===== config.mk =====
export PLATFORM = sky130hd
export DESIGN_NAME = adma_top
export DESIGN_NICKNAME = d
export VERILOG_FILES = /design/src/rtl/adma_csr_pkg.sv /design/src/rtl/adma_xfer_pkg.sv /design/src/rtl/adma_reg_map.sv /design/src/rtl/adma_desc_queue.sv /design/src/rtl/adma_burst_mover.sv /design/src/rtl/adma_top.sv
export VERILOG_INCLUDE_DIRS = /design/src /design/src/rtl
export SDC_FILE = /design/constraint.sdc
export NUM_CORES = 1
export LEC_CHECK = 0
export BUFFER_PORTS_ARGS = -buffer_cell sky130_fd_sc_hd__buf_2
export CORE_MARGIN = 2
export CORE_UTILIZATION = 45
export CTS_BUF_LIST = sky130_fd_sc_hd__clkbuf_4 sky130_fd_sc_hd__clkbuf_8
export DETAILED_ROUTE_END_ITERATION = 10
export GPL_ROUTABILITY_DRIVEN = 0
export PLACE_DENSITY = 0.73
export SYNTH_ARGS = -nofsm -noshare
export SYNTH_HDL_FRONTEND = slang
export SYNTH_SLANG_ARGS = --single-unit

===== constraint.sdc =====
create_clock -name aclk -period 7.9 [get_ports aclk]
set_input_delay 0.79 -clock aclk [delete_from_list [all_inputs] [get_ports aclk]]
set_output_delay 0.79 -clock aclk [all_outputs]
set_load 0.02 [all_outputs]

===== src/rtl/adma_macros.svh =====
`ifndef ADMA_MACROS_SVH
`define ADMA_MACROS_SVH

// Bus data and byte address
`define ADMA_DATA_W     32
`define ADMA_ADDR_W     32

// Transfer length is counted in beats
`define ADMA_LEN_W      16

// Pending descriptors held ahead of the mover
`define ADMA_DESC_DEPTH 4

// AXI4 burst limit in beats
`define ADMA_MAX_BURST  16

// CSR byte address
`define ADMA_CSR_ADDR_W 4

`endif


===== src/rtl/adma_csr_pkg.sv =====
`include "adma_macros.svh"

package adma_csr_pkg;

    // Word index inside the CSR block
    typedef enum logic [1:0] {
        CTRL     = 2'd0,
        SRC_ADDR = 2'd1,
        XFER_LEN = 2'd2,
        STATUS   = 2'd3
    } csr_addr_e;

    typedef struct packed {
        logic [`ADMA_DATA_W-3:0]  rsvd;
        logic                     irq_com_msk;
        logic                     dma_en;
    } ctrl_t;

    // On write, a 1 in irq_com or trap clears that flag
    typedef struct packed {
        logic [`ADMA_DATA_W-14:0] rsvd;
        logic                     trap;
        logic                     irq_com;
        logic [2:0]               queue_level;
        logic [7:0]               done_cnt;
    } status_t;

    typedef union packed {
        ctrl_t   ctrl;
        status_t status;
    } csr_word_u;

endpackage


===== src/rtl/adma_xfer_pkg.sv =====
`include "adma_macros.svh"

package adma_xfer_pkg;

    // One queued transfer
    typedef struct packed {
        logic [`ADMA_ADDR_W-1:0] src_addr;
        logic [`ADMA_LEN_W-1:0]  len;
    } desc_t;

    typedef enum logic [1:0] {
        OKAY   = 2'b00,
        EXOKAY = 2'b01,
        SLVERR = 2'b10,
        DECERR = 2'b11
    } axi_resp_e;

endpackage


===== src/rtl/adma_reg_map.sv =====
`timescale 1ns/1ns
`include "adma_macros.svh"

module adma_reg_map (
    input  logic                              aclk,
    input  logic                              rst_i,
    input  logic                              s_wvalid_i,
    input  logic [`ADMA_CSR_ADDR_W-1:0]       s_waddr_i,
    input  adma_csr_pkg::csr_word_u           s_wdata_i,
    output logic                              s_wready_o,
    input  logic                              s_arvalid_i,
    input  logic [`ADMA_CSR_ADDR_W-1:0]       s_araddr_i,
    output logic                              s_arready_o,
    output adma_csr_pkg::csr_word_u           s_rdata_o,
    output logic                              s_rvalid_o,
    input  logic                              s_rready_i,
    output logic                              push_valid_o,
    input  logic                              push_ready_i,
    output adma_xfer_pkg::desc_t              push_desc_o,
    input  logic [$clog2(`ADMA_DESC_DEPTH):0] queue_level_i,
    input  logic                              xfer_done_i,
    input  logic                              rd_err_i,
    output logic                              dma_en_o,
    output logic                              irq_o,
    output logic                              trap_o
);
    import adma_csr_pkg::*;

    csr_addr_e                wr_idx;
    csr_addr_e                rd_idx;
    logic                     wr_hs;
    logic                     sts_wr;
    logic                     ar_hs;
    ctrl_t                    ctrl_q;
    logic [`ADMA_ADDR_W-1:0]  src_addr_q;
    logic [7:0]               done_cnt_q;
    logic                     irq_pend_q;
    logic                     trap_q;
    logic                     irq_q;
    logic                     rvalid_q;
    csr_word_u                rd_word;
    csr_word_u                rdata_q;

    // Byte offset bits are ignored
    assign wr_idx = csr_addr_e'(s_waddr_i[3:2]);
    assign rd_idx = csr_addr_e'(s_araddr_i[3:2]);

    // Length writes wait for room in the queue
    assign s_wready_o   = (wr_idx != XFER_LEN) || push_ready_i;
    assign wr_hs        = s_wvalid_i && s_wready_o;
    assign sts_wr       = wr_hs && (wr_idx == STATUS);
    assign push_valid_o = s_wvalid_i && (wr_idx == XFER_LEN);

    assign push_desc_o.src_addr = src_addr_q;
    assign push_desc_o.len      = s_wdata_i[`ADMA_LEN_W-1:0];

    always_ff @(posedge aclk) begin
        if (rst_i) begin
            ctrl_q     <= '0;
            done_cnt_q <= '0;
            irq_pend_q <= 1'b0;
            trap_q     <= 1'b0;
            irq_q      <= 1'b0;
        end else begin
            if (wr_hs && wr_idx == CTRL) begin
                ctrl_q.dma_en      <= s_wdata_i.ctrl.dma_en;
                ctrl_q.irq_com_msk <= s_wdata_i.ctrl.irq_com_msk;
            end
            // A new event wins over a clear in the same cycle
            if (xfer_done_i) begin
                done_cnt_q <= done_cnt_q + 8'd1;
                irq_pend_q <= 1'b1;
            end else if (sts_wr && s_wdata_i.status.irq_com) begin
                irq_pend_q <= 1'b0;
            end
            if (rd_err_i) begin
                trap_q <= 1'b1;
            end else if (sts_wr && s_wdata_i.status.trap) begin
                trap_q <= 1'b0;
            end
            irq_q <= irq_pend_q && ctrl_q.irq_com_msk;
        end
    end

    always_ff @(posedge aclk) begin
        if (wr_hs && wr_idx == SRC_ADDR) begin
            src_addr_q <= s_wdata_i;
        end
    end

    // XFER_LEN is write only
    always_comb begin
        rd_word = '0;
        case (rd_idx)
            CTRL:     rd_word.ctrl = ctrl_q;
            SRC_ADDR: rd_word = src_addr_q;
            STATUS: begin
                rd_word.status.done_cnt    = done_cnt_q;
                rd_word.status.queue_level = queue_level_i;
                rd_word.status.irq_com     = irq_pend_q;
                rd_word.status.trap        = trap_q;
            end
            default:  rd_word = '0;
        endcase
    end

    assign s_arready_o = !rvalid_q;
    assign ar_hs       = s_arvalid_i && s_arready_o;

    always_ff @(posedge aclk) begin
        if (rst_i) begin
            rvalid_q <= 1'b0;
        end else if (ar_hs) begin
            rvalid_q <= 1'b1;
        end else if (s_rready_i) begin
            rvalid_q <= 1'b0;
        end
    end

    always_ff @(posedge aclk) begin
        if (ar_hs) begin
            rdata_q <= rd_word;
        end
    end

    assign s_rvalid_o = rvalid_q;
    assign s_rdata_o  = rdata_q;
    assign dma_en_o   = ctrl_q.dma_en;
    assign irq_o      = irq_q;
    assign trap_o     = trap_q;

    a_rvalid_hold: assert property (@(posedge aclk) disable iff (rst_i)
        s_rvalid_o && !s_rready_i |=> s_rvalid_o && $stable(s_rdata_o));

endmodule


===== src/rtl/adma_desc_queue.sv =====
`timescale 1ns/1ns
`include "adma_macros.svh"

module adma_desc_queue #(
    parameter int DEPTH = `ADMA_DESC_DEPTH
) (
    input  logic                   aclk,
    input  logic                   rst_i,
    input  logic                   push_valid_i,
    input  adma_xfer_pkg::desc_t   push_desc_i,
    output logic                   push_ready_o,
    output logic                   pop_valid_o,
    output adma_xfer_pkg::desc_t   pop_desc_o,
    input  logic                   pop_ready_i,
    output logic [$clog2(DEPTH):0] level_o
);
    import adma_xfer_pkg::*;

    localparam int PTR_W = (DEPTH > 1) ? $clog2(DEPTH) : 1;
    localparam int CNT_W = $clog2(DEPTH) + 1;

    desc_t            mem [DEPTH];
    logic [PTR_W-1:0] wr_ptr;
    logic [PTR_W-1:0] rd_ptr;
    logic [CNT_W-1:0] count;
    logic             push_hs;
    logic             pop_hs;

    assign push_ready_o = (count != CNT_W'(DEPTH));
    assign pop_valid_o  = (count != '0);
    assign push_hs      = push_valid_i && push_ready_o;
    assign pop_hs       = pop_valid_o && pop_ready_i;
    assign pop_desc_o   = mem[rd_ptr];
    assign level_o      = count;

    always_ff @(posedge aclk) begin
        if (rst_i) begin
            wr_ptr <= '0;
            rd_ptr <= '0;
            count  <= '0;
        end else begin
            if (push_hs) begin
                wr_ptr <= (wr_ptr == PTR_W'(DEPTH - 1)) ? '0 : wr_ptr + 1'b1;
            end
            if (pop_hs) begin
                rd_ptr <= (rd_ptr == PTR_W'(DEPTH - 1)) ? '0 : rd_ptr + 1'b1;
            end
            // Simultaneous push and pop leave the level unchanged
            if (push_hs && !pop_hs) begin
                count <= count + 1'b1;
            end else if (pop_hs && !push_hs) begin
                count <= count - 1'b1;
            end
        end
    end

    always_ff @(posedge aclk) begin
        if (push_hs) begin
            mem[wr_ptr] <= push_desc_i;
        end
    end

    // A push into a full queue would carry the level past the depth
    a_no_push_full: assert property (@(posedge aclk) disable iff (rst_i)
        count <= CNT_W'(DEPTH));

    // Empty means both pointers sit on the same entry
    a_no_pop_empty: assert property (@(posedge aclk) disable iff (rst_i)
        (count == '0) |-> (rd_ptr == wr_ptr));

endmodule


===== src/rtl/adma_burst_mover.sv =====
`timescale 1ns/1ns
`include "adma_macros.svh"

module adma_burst_mover (
    input  logic                      aclk,
    input  logic                      rst_i,
    input  logic                      dma_en_i,
    input  logic                      pop_valid_i,
    input  adma_xfer_pkg::desc_t      pop_desc_i,
    output logic                      pop_ready_o,
    output logic [`ADMA_ADDR_W-1:0]   m_araddr_o,
    output logic [7:0]                m_arlen_o,
    output logic                      m_arvalid_o,
    input  logic                      m_arready_i,
    input  logic [`ADMA_DATA_W-1:0]   m_rdata_i,
    input  adma_xfer_pkg::axi_resp_e  m_rresp_i,
    input  logic                      m_rlast_i,
    input  logic                      m_rvalid_i,
    output logic                      m_rready_o,
    output logic [`ADMA_DATA_W-1:0]   m_tdata_o,
    output logic                      m_tlast_o,
    output logic                      m_tvalid_o,
    input  logic                      m_tready_i,
    output logic                      xfer_done_o,
    output logic                      rd_err_o
);
    import adma_xfer_pkg::*;

    localparam logic [1:0] ST_IDLE = 2'd0;
    localparam logic [1:0] ST_ADDR = 2'd1;
    localparam logic [1:0] ST_DATA = 2'd2;

    logic [1:0]              state_q;
    logic [`ADMA_ADDR_W-1:0] addr_q;
    logic [`ADMA_LEN_W-1:0]  remain_q;
    logic [`ADMA_LEN_W-1:0]  burst_beats;
    logic                    last_burst_q;
    logic                    pop_hs;
    logic                    ar_hs;
    logic                    beat_hs;

    // New work is taken only when idle and enabled
    assign pop_ready_o = (state_q == ST_IDLE) && dma_en_i;
    assign pop_hs      = pop_valid_i && pop_ready_o;

    assign burst_beats = (remain_q > `ADMA_LEN_W'(`ADMA_MAX_BURST)) ?
                         `ADMA_LEN_W'(`ADMA_MAX_BURST) : remain_q;

    assign m_arvalid_o = (state_q == ST_ADDR);
    assign m_araddr_o  = addr_q;
    assign m_arlen_o   = 8'(burst_beats - 1'b1);
    assign ar_hs       = m_arvalid_o && m_arready_i;

    // R channel passes straight through to the stream
    assign m_tvalid_o  = (state_q == ST_DATA) && m_rvalid_i;
    assign m_rready_o  = (state_q == ST_DATA) && m_tready_i;
    assign m_tdata_o   = m_rdata_i;
    assign m_tlast_o   = m_tvalid_o && m_rlast_i && last_burst_q;
    assign beat_hs     = m_tvalid_o && m_tready_i;

    assign xfer_done_o = beat_hs && m_tlast_o;
    assign rd_err_o    = beat_hs && (m_rresp_i != OKAY);

    always_ff @(posedge aclk) begin
        if (rst_i) begin
            state_q <= ST_IDLE;
        end else begin
            case (state_q)
                ST_IDLE: begin
                    // Zero length descriptors are dropped
                    if (pop_hs && pop_desc_i.len != '0) begin
                        state_q <= ST_ADDR;
                    end
                end
                ST_ADDR: begin
                    if (ar_hs) begin
                        state_q <= ST_DATA;
                    end
                end
                ST_DATA: begin
                    if (beat_hs && m_rlast_i) begin
                        state_q <= last_burst_q ? ST_IDLE : ST_ADDR;
                    end
                end
                default: state_q <= ST_IDLE;
            endcase
        end
    end

    // Address advances by one data word per requested beat
    always_ff @(posedge aclk) begin
        if (pop_hs) begin
            addr_q   <= pop_desc_i.src_addr;
            remain_q <= pop_desc_i.len;
        end else if (ar_hs) begin
            addr_q       <= addr_q + `ADMA_ADDR_W'(burst_beats) * (`ADMA_DATA_W / 8);
            remain_q     <= remain_q - burst_beats;
            last_burst_q <= (remain_q == burst_beats);
        end
    end

    a_ar_hold: assert property (@(posedge aclk) disable iff (rst_i)
        m_arvalid_o && !m_arready_i |=>
            m_arvalid_o && $stable(m_araddr_o) && $stable(m_arlen_o));

    a_tlast_end: assert property (@(posedge aclk) disable iff (rst_i)
        m_tlast_o |-> m_tvalid_o && (remain_q == '0));

endmodule


===== src/rtl/adma_top.sv =====
`timescale 1ns/1ns
`include "adma_macros.svh"

module adma_top (
    input  logic                      aclk,
    input  logic                      rst_i,
    // CSR port
    input  logic                      s_wvalid_i,
    input  logic [`ADMA_CSR_ADDR_W-1:0] s_waddr_i,
    input  adma_csr_pkg::csr_word_u   s_wdata_i,
    output logic                      s_wready_o,
    input  logic                      s_arvalid_i,
    input  logic [`ADMA_CSR_ADDR_W-1:0] s_araddr_i,
    output logic                      s_arready_o,
    output adma_csr_pkg::csr_word_u   s_rdata_o,
    output logic                      s_rvalid_o,
    input  logic                      s_rready_i,
    // AXI4 read source
    output logic [`ADMA_ADDR_W-1:0]   m_araddr_o,
    output logic [7:0]                m_arlen_o,
    output logic                      m_arvalid_o,
    input  logic                      m_arready_i,
    input  logic [`ADMA_DATA_W-1:0]   m_rdata_i,
    input  adma_xfer_pkg::axi_resp_e  m_rresp_i,
    input  logic                      m_rlast_i,
    input  logic                      m_rvalid_i,
    output logic                      m_rready_o,
    // AXI-Stream destination
    output logic [`ADMA_DATA_W-1:0]   m_tdata_o,
    output logic                      m_tlast_o,
    output logic                      m_tvalid_o,
    input  logic                      m_tready_i,
    output logic                      irq_o,
    output logic                      trap_o
);
    import adma_xfer_pkg::*;

    logic                              dma_en;
    logic                              push_valid;
    logic                              push_ready;
    desc_t                             push_desc;
    logic                              pop_valid;
    logic                              pop_ready;
    desc_t                             pop_desc;
    logic [$clog2(`ADMA_DESC_DEPTH):0] queue_level;
    logic                              xfer_done;
    logic                              rd_err;

    adma_reg_map rm (
        .aclk          (aclk),
        .rst_i         (rst_i),
        .s_wvalid_i    (s_wvalid_i),
        .s_waddr_i     (s_waddr_i),
        .s_wdata_i     (s_wdata_i),
        .s_wready_o    (s_wready_o),
        .s_arvalid_i   (s_arvalid_i),
        .s_araddr_i    (s_araddr_i),
        .s_arready_o   (s_arready_o),
        .s_rdata_o     (s_rdata_o),
        .s_rvalid_o    (s_rvalid_o),
        .s_rready_i    (s_rready_i),
        .push_valid_o  (push_valid),
        .push_ready_i  (push_ready),
        .push_desc_o   (push_desc),
        .queue_level_i (queue_level),
        .xfer_done_i   (xfer_done),
        .rd_err_i      (rd_err),
        .dma_en_o      (dma_en),
        .irq_o         (irq_o),
        .trap_o        (trap_o)
    );

    adma_desc_queue #(
        .DEPTH         (`ADMA_DESC_DEPTH)
    ) dq (
        .aclk          (aclk),
        .rst_i         (rst_i),
        .push_valid_i  (push_valid),
        .push_desc_i   (push_desc),
        .push_ready_o  (push_ready),
        .pop_valid_o   (pop_valid),
        .pop_desc_o    (pop_desc),
        .pop_ready_i   (pop_ready),
        .level_o       (queue_level)
    );

    adma_burst_mover bm (
        .aclk          (aclk),
        .rst_i         (rst_i),
        .dma_en_i      (dma_en),
        .pop_valid_i   (pop_valid),
        .pop_desc_i    (pop_desc),
        .pop_ready_o   (pop_ready),
        .m_araddr_o    (m_araddr_o),
        .m_arlen_o     (m_arlen_o),
        .m_arvalid_o   (m_arvalid_o),
        .m_arready_i   (m_arready_i),
        .m_rdata_i     (m_rdata_i),
        .m_rresp_i     (m_rresp_i),
        .m_rlast_i     (m_rlast_i),
        .m_rvalid_i    (m_rvalid_i),
        .m_rready_o    (m_rready_o),
        .m_tdata_o     (m_tdata_o),
        .m_tlast_o     (m_tlast_o),
        .m_tvalid_o    (m_tvalid_o),
        .m_tready_i    (m_tready_i),
        .xfer_done_o   (xfer_done),
        .rd_err_o      (rd_err)
    );

endmodule


# [Word level (Yosys, flattened, before mapping)]
# Memories as Yosys holds them, arrays and structs flattened. A register that Yosys moved wholly into a read port is not among the register bits.
# Cells that the tools add are included.
[op_classes] n_addsub=8 n_mul=0 n_div=0 n_lt_le_gt_ge=1 eq_ne=15 shifts=0 mux=25 bitwise_logic=1 reduce_logical=41
[op_table] op="$mux W32" count=2
[op_table] op="$mux W16" count=3
[op_table] op="$pmux W13 S3" count=1
[op_table] op="$add A32 B18 Y32" count=1
[op_table] op="$logic_and A1 B1 Y1" count=24
[op_table] op="$eq A16 B16 Y1" count=1
[op_table] op="$gt A16 B5 Y1 const B" count=1
[op_table] op="$reduce_bool A16 Y1" count=1
[op_table] op="$sub A16 B16 Y16" count=1
[op_table] op="$mux W2" count=7
[op_table] op="$eq A2 B2 Y1 const B" count=6
[op_table] op="$reduce_bool A2 Y1" count=6
[op_table] op="$mux W1" count=9
[op_table] op="$add A8 B1 Y8 const B" count=1
[op_table] op="$ne A2 B2 Y1 const B" count=4
[op_table] op="$sub A8 B1 Y8 const B" count=1
[op_table] op="$eq A2 B1 Y1 const B" count=3
[op_table] op="$logic_not A2 Y1" count=3
[op_table] op="$mux W3" count=2
[op_table] op="$pmux W2 S3" count=1
[op_table] op="$add A2 B1 Y2 const B" count=2
[op_table] op="$add A3 B1 Y3 const B" count=1
[op_table] op="$logic_not A1 Y1" count=3
[op_table] op="$ne A3 B3 Y1 const B" count=1
[op_table] op="6 further kinds" count=6
[totals] reg_bits=136 latchBits=0 ramBits=192 rom_bits=0 in_bits=83 out_inout_bits=113 mem_count=1
[mem_list] memory="dq.mem" depth=4 width=48 read_ports=1 rd_clocked_by_memory_dff=1 wr=1 line="adma_desc_queue.sv:22" text="desc_t mem [DEPTH];"

# [Logic depth before layout (Yosys ltp)]
# Gate-level depths: netlist (run 1).
[logic_depth] word_depth=7 mapped_depth=14 mapped_depth_nobuf=12

# [By module]
# From an unflattened synthesis (run 1), not the netlist that was laid out.
[unflattened] hier_cells=956 hier_area_um2=14417.6
[modules_own_cells] module="adma_desc_queue" n_inst=1 cells_each=298 area_each_um2=7399.6 seq_area_each_um2=5945.7
[modules_own_cells] module="adma_burst_mover" n_inst=1 cells_each=461 area_each_um2=4020.1 seq_area_each_um2=1511.4
[modules_own_cells] module="adma_reg_map" n_inst=1 cells_each=197 area_each_um2=2997.9 seq_area_each_um2=2202.1

# [Least setup slack after synthesis (run 1)]
# No wires, ideal clock.
[synth_path] path_type="register to register" from="register bm.remain_q[6]" to="register bm.addr_q[16], in the netlist bm.m_araddr_o[16] (data pin)" setup_ns=0.135 t_arrival_ns=3.643 setup_slack_ns=4.121 stages_incl_launch_ff=14 period_less_slack_ns=3.779 path_cell_list="edfxtp_1 > or4_4 > or2_2 > clkbuf_1 > a211oi_1 > nand2_1 > inv_1 > ha_1 > a21oi_1 > nand2_1 > o221a_1 > or4_4 > a211o_1 > nand3_1"
[synth_between] elab_chain_len=5
[synth_lines] element="from (decl)" line="adma_burst_mover.sv:35" text="logic [`ADMA_LEN_W-1:0] remain_q;"
[synth_lines] element="from (signal assigned)" line="adma_burst_mover.sv:94" text="remain_q <= pop_desc_i.len;"
[synth_lines] element="from (signal assigned)" line="adma_burst_mover.sv:97" text="remain_q <= remain_q - burst_beats;"
[synth_lines] element="$gt A16 B5 Y1" line="adma_burst_mover.sv:46" text="assign burst_beats = (remain_q > `ADMA_LEN_W'(`ADMA_MAX_BURST)) ?"
[synth_lines] element="$mux W16 (*)" line="adma_burst_mover.sv:46"
[synth_lines] element="$add A32 B18 Y32 (*)" line="adma_burst_mover.sv:96" text="addr_q <= addr_q + `ADMA_ADDR_W'(burst_beats) * (`ADMA_DATA_W / 8);"
[synth_lines] element="$mux W32 (*)" line="adma_burst_mover.sv:95" text="end else if (ar_hs) begin"
[synth_lines] element="$mux W32 (*)" line="adma_burst_mover.sv:92" text="if (pop_hs) begin"
[synth_lines] element="to (signal assigned)" line="adma_burst_mover.sv:93" text="addr_q <= pop_desc_i.src_addr;"
[synth_lines] element="to (signal assigned)" line="adma_burst_mover.sv:96"
[synth_lines] element="to (decl)" line="adma_burst_mover.sv:34" text="logic [`ADMA_ADDR_W-1:0] addr_q;"
# Mark *: on every way between the ends. The rest lies on a longest branch, timed or not. The select of a mux whose other input is x is not followed.
# A chain may end at the register's enable or synchronous reset.

# [Worst setup path after layout (run 1)]
[layout_path] from="register bm.remain_q[6]" to="output m_arlen_o[4]"
[layout_between] elab_chain_len=3
[layout_lines] element="$gt A16 B5 Y1" line="adma_burst_mover.sv:46"
[layout_lines] element="$mux W16" line="adma_burst_mover.sv:46"
[layout_lines] element="$sub A8 B1 Y8" line="adma_burst_mover.sv:51" text="assign m_arlen_o = 8'(burst_beats - 1'b1);"
[layout_lines] element="to (decl)" line="adma_top.sv:20" text="output logic [7:0] m_arlen_o,"
# Every way passes these cells.

==> results of run 1 <==
sequential cells by signal, indices dropped and copies added, names as in the netlist, 3 cells and up, named ones only:
signal         flops
rm.done_cnt_q      8
dq.mem           192
dq.level_o         3
rm.s_rdata_o      32
bm.m_araddr_o     32
rm.src_addr_q     32
bm.remain_q       16
worst max-delay path, stage by stage (launching register included):
cell,delay [ns]
edfxtp_1,0.46
or4_4,0.55
or2_2,0.37
a211oi_1,0.87
and2_1,0.26
inv_1,0.06
ha_1,0.23
nand2_1,0.11
mux2_2,0.34
buf_2,0.16
Yosys cell counts, types with 4 or more instances:
| cell type | n | area (sq um) |
|---|---|---|
| a211oi_1 | 11 | 82.58 |
| a31oi_1 | 7 | 43.79 |
| inv_1 | 16 | 60.06 |
| nor4_1 | 17 | 106.4 |
| edfxtp_1 | 305 | 9159 |
| nor2b_1 | 17 | 106.4 |
| nand3_1 | 32 | 160.2 |
| buf_1 | 6 | 22.52 |
| and2_1 | 29 | 181.4 |
| clkbuf_1 | 32 | 120.1 |
| mux2i_1 | 17 | 170.2 |
| buf_4 | 32 | 240.2 |
| nor3b_1 | 8 | 60.06 |
| nor2_1 | 46 | 172.7 |
| nand2b_1 | 5 | 31.28 |
| mux4_2 | 48 | 1081 |
| dfxtp_1 | 25 | 500.5 |
| xnor2_1 | 15 | 131.4 |
| nand2_1 | 62 | 232.7 |
| a21oi_1 | 25 | 125.1 |
| ha_1 | 23 | 287.8 |
| a21o_1 | 10 | 75.07 |
| xor2_1 | 10 | 87.58 |
| o21ai_0 | 27 | 135.1 |
| nor3_1 | 13 | 65.06 |
| o211ai_1 | 12 | 90.09 |
| o31ai_1 | 8 | 60.06 |
| nand4_1 | 12 | 75.07 |
| mux2_2 | 4 | 45.04 |
| and3_1 | 15 | 93.84 |
metrics by stage:
step	instances	hold WS [ns]	util	instance area, sq um
2_1_floorplan	960	0.4223	-	14420
3_5_place_dp	1425	0.4642	0.4842	15240
3_3_place_gp	1425	0.4570	0.4842	15240
6_report	1518	0.3911	0.5181	16310
5_1_grt	1516	0.3667	0.5180	16300
4_1_cts	1516	0.3576	0.5180	16300
layer usage:
layer / up-vias / GRT usage / wire, microns
met1: 4207 / 0.2600 / 13670
met4: 2 / 0.05088 / 547
li1: 3932 / - / -
met2: 285 / 0.2923 / 14760
met3: 46 / 0.03396 / 2012
met5: - / 0 / 13
worst min-delay path by stage:
stage	startpoint	end	slack [ns]	depth (start not counted)
CTS	s_wdata_i[31]	rm.src_addr_q[31]	0.36	1
global route	s_wdata_i[23]	rm.src_addr_q[23]	0.37	1
finish	s_wdata_i[31]	rm.src_addr_q[31]	0.39	1
detailed placement	rm.trap_o	rm.trap_o	0.46	2
global placement	dq.rd_ptr[1]	flip-flop	0.46	2
floorplan	rm.ctrl_q[1]	rm.irq_o	0.42	2
cell type report:
cell class,count,share of cell area
inverters,16,0.003683
clock inverters,27,0.01619
clock buffers,64,0.04903
repair buffers,137,0.04358
flip-flops and latches,330,0.5926
diodes,2,0.0003069
multi-input cells,540,0.2638
well taps,402,0.03084
cells in the final DEF, fill, tap and decap left out, types with 23 or more instances in the layout:
| master | Yosys | final |
|---|---|---|
| nand2_1 | 62 | 61 |
| ha_1 | 23 | 23 |
| mux4_2 | 48 | 48 |
| nand3_1 | 32 | 32 |
| o21ai_0 | 27 | 27 |
| edfxtp_1 | 305 | 305 |
| nor2_1 | 46 | 46 |
| and2_1 | 29 | 25 |
| a21oi_1 | 25 | 25 |
| buf_2 | 2 | 127 |
| clkbuf_8 | 0 | 51 |
| dfxtp_1 | 25 | 23 |
cells by family after synthesis:
logic type	count (synthesis)	share of synthesized area
AOI/OAI and AO/OA	136	0.06655
buffers and inverters	90	0.03306
other	2	0.0005222
DFF	330	0.6716
adders and majority gates	26	0.02349
xor gates and xnor gates	25	0.01522
muxes	69	0.09013
and+or+nand+nor	273	0.09943
power by group:
part | total, mW | switching, mW | leakage (nW) | internal, mW
Combinational | 0.180 | 0.110 | 2.11 | 0.0691
Clock | 1.48 | 0.647 | 0.550 | 0.832
Sequential | 1.98 | 0.0281 | 2.99 | 1.95
Total | 3.64 | 0.786 | 5.65 | 2.85
==> metrics.md, run 1 <==
| Metric | Value |
|---|---|
| Vias in the first global route | `8,270` |
| DR WL/cell | `20.42 microns` |
| Drt drc | `0` |
| Gr ovfl total | `0` |
| CTS buffer count | `50` |
| Fillers | `2,534` |
| # hold bufs at CTS | `0` |
| Multi-input gate area | `4302 sq um` |
| CTS clk-pin slew, worst paths | `0.06 ns` |
| CP Max Fanout | `8` |
| Crit path launch type | `flip-flop` |
| Fin crit share | `0.6010` |
| Post-CTS Repair Setup Buffers | `0` |
| Core ar. | `31,470 sq um` |
| Leak | `5.655 nW` |
| Vias | `8,472` |
| CTS tree | `done` |
| Initial Utilization | `0.4570` |
| Post-Syn Instances | `951` |
| Reg2reg end | `bm.m_araddr_o[18]` |
| Die ar. | `33,410 sq um` |
| First-pass GRT wire length | `46.86 mm` |
| Max H-tree Level | `2` |
| Start point of the critical path | `bm.remain_q[6]` |
| Rows | `65` |
| Worst skew pair latency | `0.58 ns` |
| Setup TNS | `0 ns` |
| Max-slew violations | `0` |
| Num ports | `196` |
| Hold WC Path Type | `primary input to flip-flop` |
| Max cap viols | `0` |
| Final Setup Violations | `0` |
| Sink Count | `330` |
| Synth Flop Type | `edfxtp_1` |
| Maximum VDD drop | `136.6 uV` |
| Power, Total | `3.636 mW` |
| Unrepaired setup endpoints after global routing | `no` |
| Root Buffer | `clkbuf_8` |
| CP Class | `flip-flop to primary output` |
| Pre-CTS setup slack | `3.409 ns` |
| Req. time, crit path | `7.11 ns` |
| Syn-to-layout area delta | `13.39%` |
| CP Capture Type | `primary output` |
| Top achievable clock speed | `210.6 MHz` |
| Die Height | `182.8 microns` |
| Final ANT Viol Nets | `0` |
| Worst setup endpoint | `m_arlen_o[4]` |
| Initial antenna violation count | `3` |
| WL final | `31.01 mm` |
| Post-synthesis sequential area ratio | `0.6716` |
| Worst Clk Skew | `0.02953 ns` |
| DR pass1 iterations | `4` |
| Unique masters post-synth | `67` |
| Ys Warns | `0` |
| Worst Tran Pin Value | `1.033 ns` |
| Worst Path Arrival | `3.96 ns` |
| Slack of the critical path | `3.152 ns` |
| Number of flops mapped to enable cells by yosys | `305` |
| Largest net degree at the start of global routing | `51` |
| Final Critical Period | `4.748 ns` |
| Placed wire-length estimate | `19.16 mm` |
| Fin. Hold Viols | `0` |
| Post-Synthesis Cell Area | `14,380 sq um` |
| PostCTS Resize Cnt | `0` |
| Power Density | `222.9 nW/um^2` |
| Die X | `182.8 microns` |
| Worst relative slew slack | `0.3072` |
| Reg2Reg Depth | `12` |
| Drt via density | `5.581` |
| Status | `finished, final reports clean` |
| Worst-case clock buffer depth | `3` |
| R2R Path Start | `bm.remain_q[6]` |
| Avg Cell Area, Syn | `15.12 sq um` |
| Yosys reg bits | `330` |
| Synth async-reset ratio | `0` |
| Share of layout cells above drive strength 1 | `0.2621` |
| FF/Latch Area | `9664 sq um` |
| DRT iter0 DRCs | `707` |
| Minimum setup slack among reg-to-reg paths | `3.38 ns` |
| All-Layer GR Usage | `0.1830` |
| Nets | `1,183` |
| Port-buffer cells | `127` |
Power figures use the tool's default switching activity.
==> run 2, diff against run 1 <==
--- a/config.mk
+++ b/config.mk
@@ -12,7 +12,7 @@
 export CTS_BUF_LIST = sky130_fd_sc_hd__clkbuf_4 sky130_fd_sc_hd__clkbuf_8
 export DETAILED_ROUTE_END_ITERATION = 10
 export GPL_ROUTABILITY_DRIVEN = 0
-export PLACE_DENSITY = 0.73
+export PLACE_DENSITY = 0.75
 export SYNTH_ARGS = -nofsm -noshare
 export SYNTH_HDL_FRONTEND = slang
 export SYNTH_SLANG_ARGS = --single-unit
==> constraint.sdc (replaced) <==
create_clock -name aclk -period 3.92 [get_ports aclk]
set_input_delay 0.392 -clock aclk [delete_from_list [all_inputs] [get_ports aclk]]
set_output_delay 0.392 -clock aclk [all_outputs]
set_load 0.02 [all_outputs]
==> run 2 against run 1 <==
Compared with the run above:
- sequential power increased by 100%
- critical path depth increased by 1
- worst setup slack got worse by 2.9 ns
- non-clock buffer count increased by 28
- clock skew decreased by 0.012 ns
- sequential share of layout area decreased by 0.86 points
- hold slack got worse by 0.33 ns
- via count increased by 3.3%
- final cell count increased by 1.7%
- cell area increased by 1.5%
- clock power increased by 85%
==> metrics.md, run 2 (synthesized netlist as in run 1, its figures left out) <==
| Metric | Value |
|---|---|
| Largest net degree at the start of global routing | `51 (unchanged)` |
| Power, Total | `7.109 mW (+96%)` |
| Core ar. | `31,470 sq um (unchanged)` |
| Power Density | `429.6 nW/um^2 (+93%)` |
| CP Capture Type | `primary output` |
| Setup TNS | `0 ns (unchanged)` |
| Worst Tran Pin Value | `1.171 ns (+0.1377 ns)` |
| Initial Utilization | `0.4570 (unchanged)` |
| Max H-tree Level | `2 (unchanged)` |
| Worst skew pair latency | `0.57 ns (about the same)` |
| P_sw | `1.580 mW (+100%)` |
| Internal | `5.529 mW (+94%)` |
| Drt drc | `0 (unchanged)` |
| Worst relative slew slack | `0.2180 (-0.08928)` |
| Crit path launch type | `flip-flop` |
| Post-CTS Repair Setup Buffers | `0 (unchanged)` |
| Post-Place Cells | `1,437 (+0.84%)` |
| Hold WC Path Type | `primary input to flip-flop` |
| Gr ovfl total | `0 (unchanged)` |
| DRT iter0 DRCs | `920 (+30%)` |
| Comb power frac | `0.054 (+0.005)` |
| Vias in the first global route | `8,522 (+3.0%)` |
| Status | `finished, final reports clean` |
| Fin. Hold Viols | `0 (unchanged)` |
| Die Height | `182.8 microns (unchanged)` |
| Commonest non-fill, non-tap cell in the layout | `edfxtp_1` |
| Nets | `1,212 (+2.5%)` |
| Die X | `182.8 microns (unchanged)` |
| Worst Clk Skew | `0.01759 ns (-0.01194 ns)` |
| CP Class | `flip-flop to primary output` |
| Unrepaired setup endpoints after global routing | `no` |
| Top achievable clock speed | `272.5 MHz` |
| Final Setup Violations | `0 (unchanged)` |
| Vias | `8,753 (+3.3%)` |
| Initial antenna violation count | `2 (-1)` |
| Drt via density | `5.669 (+1.6%)` |
| Maximum VDD drop | `234.9 uV (+72%)` |
| Most frequent cells in the layout | `edfxtp_1 (305), buf_2 (127), nand2_1 (60)` |
| Max-slew violations | `0 (unchanged)` |
| Final Critical Period | `3.670 ns` |
| CP Max Fanout | `8 (unchanged)` |
| Clock share of power | `0.386 (-0.021)` |
| Die ar. | `33,410 sq um (unchanged)` |
| Max reg flops | `192 (unchanged)` |
| First-pass GRT wire length | `47.89 mm (+2.2%)` |
| Placed wire-length estimate | `20.45 mm (+6.7%)` |
| DR WL/cell | `20.25 microns (-0.84%)` |
| Largest Register | `dq.mem` |
| CTS tree | `done` |
| Syn-to-layout area delta | `15.07%` |
| Sink Count | `330 (unchanged)` |
| Finished Cell Area | `16,550 sq um (+1.5%)` |
| Worst-case clock buffer depth | `3 (unchanged)` |
| WL final | `31.27 mm (+0.85%)` |
| All-Layer GR Usage | `0.1861 (+0.003087)` |
| Port-buffer cells | `127 (unchanged)` |
| Sw frac | `0.2222 (+0.006004)` |
| Final ANT Viol Nets | `0 (unchanged)` |
| Util after Layout | `0.5258 (+0.007673)` |
| Fin crit share | `0.9361` |
| CTS buffer count | `51 (+2.0%)` |
| Share of layout cells above drive strength 1 | `0.2743 (+0.01220)` |
| Placement Cell Area | `15,390 sq um (+1.0%)` |
| Power share of the sequential group | `0.560 (+0.016)` |
| CTS clk-pin slew, worst paths | `0.07 ns (about the same)` |
| Req. time, crit path | `3.53 ns (-3.58 ns)` |
| Num ports | `196 (unchanged)` |
| Root Buffer | `clkbuf_8` |
| Final Instance Count excl. Fillers | `1,544 (+1.7%)` |
| Rows | `65 (unchanged)` |
| DR pass1 iterations | `5 (+1)` |
| Leak | `5.778 nW (+2.2%)` |
| Max cap viols | `0 (unchanged)` |
| Worst Path Arrival | `3.28 ns (-0.68 ns)` |
## run 2: cell types whose count changed in the layout (fill, tap and decap cells not counted), moves of 5 or more
cell / delta
buf_4: +7
clkinv_1: -6
dlygate4sd3_1: +16
clkbuf_8: +5
bufinv_16: -5
buf_12: +5
clkinv_2: +6
## run 2: layer usage
metal,wire [microns],GRT usage,vias up
li1,-,-,3982
met3,2210,0.03376,51
met2,14610,0.2925,372
met4,633,0.05664,2
met1,13810,0.2673,4346
met5,8,0,-
## run 2: what timing repair did
item,4_1_cts,5_1_grt
hold buffers,16,0
gates resized for setup,0,4
endpoints found under the setup margin,0,10
endpoints found under the hold margin,16,0
## run 2: final timing paths
path	startpoint	end	slack, ns	depth (start not counted)
worst max-delay path	bm.remain_q[8]	m_arlen_o[4]	0.25	10
worst min-delay path	s_wdata_i[17]	rm.src_addr_q[17]	0.06	1
worst max register to register	bm.remain_q[8]	bm.m_araddr_o[16]	0.26	13
worst min register to register	dq.rd_ptr[1]	flip-flop	0.47	2
## run 2: layout make-up
cell class	instances	area (sq um)
clock inverter	20	102.6
timing repair buffer	165	1023
sequential	330	9664
antenna	1	2.502
clock buffer	70	875.8
inverter	16	60.06
tap	402	503.0
fill	2481	14920
multi-input combinational	540	4318
## run 2: metrics by stage
step | worst slack (ns) | hold WS [ns]
2_1_floorplan | 0.1414 | 0.4223
3_3_place_gp | 0.2755 | 0.4539
3_5_place_dp | 0.2229 | 0.4623
4_1_cts | 0.1987 | 0.02774
5_1_grt | 0.02255 | 0.02157
6_report | 0.2504 | 0.05858
## run 2: power groups by stage
| stage | logic (mW) | clock network, mW | registers, mW |
|---|---|---|---|
| 6_report | 0.386 | 2.74 | 3.98 |
| 5_1_grt | 0.419 | 2.94 | 3.99 |
| 4_1_cts | 0.381 | 2.80 | 3.98 |
| 3_5_place_dp | 0.367 | 0 | 4.05 |
| 3_3_place_gp | 0.358 | 0 | 4.05 |
| 2_1_floorplan | 0.252 | 0 | 4.07 |
## run 2: worst max-delay path: stages (launching register included)
cell	delay, ns
edfxtp_1	0.40
or4_4	0.57
or2_2	0.30
a211oi_1	0.21
buf_4	0.18
and2_1	0.15
inv_1	0.06
ha_1	0.23
nand2_1	0.12
mux2_2	0.34
buf_2	0.16
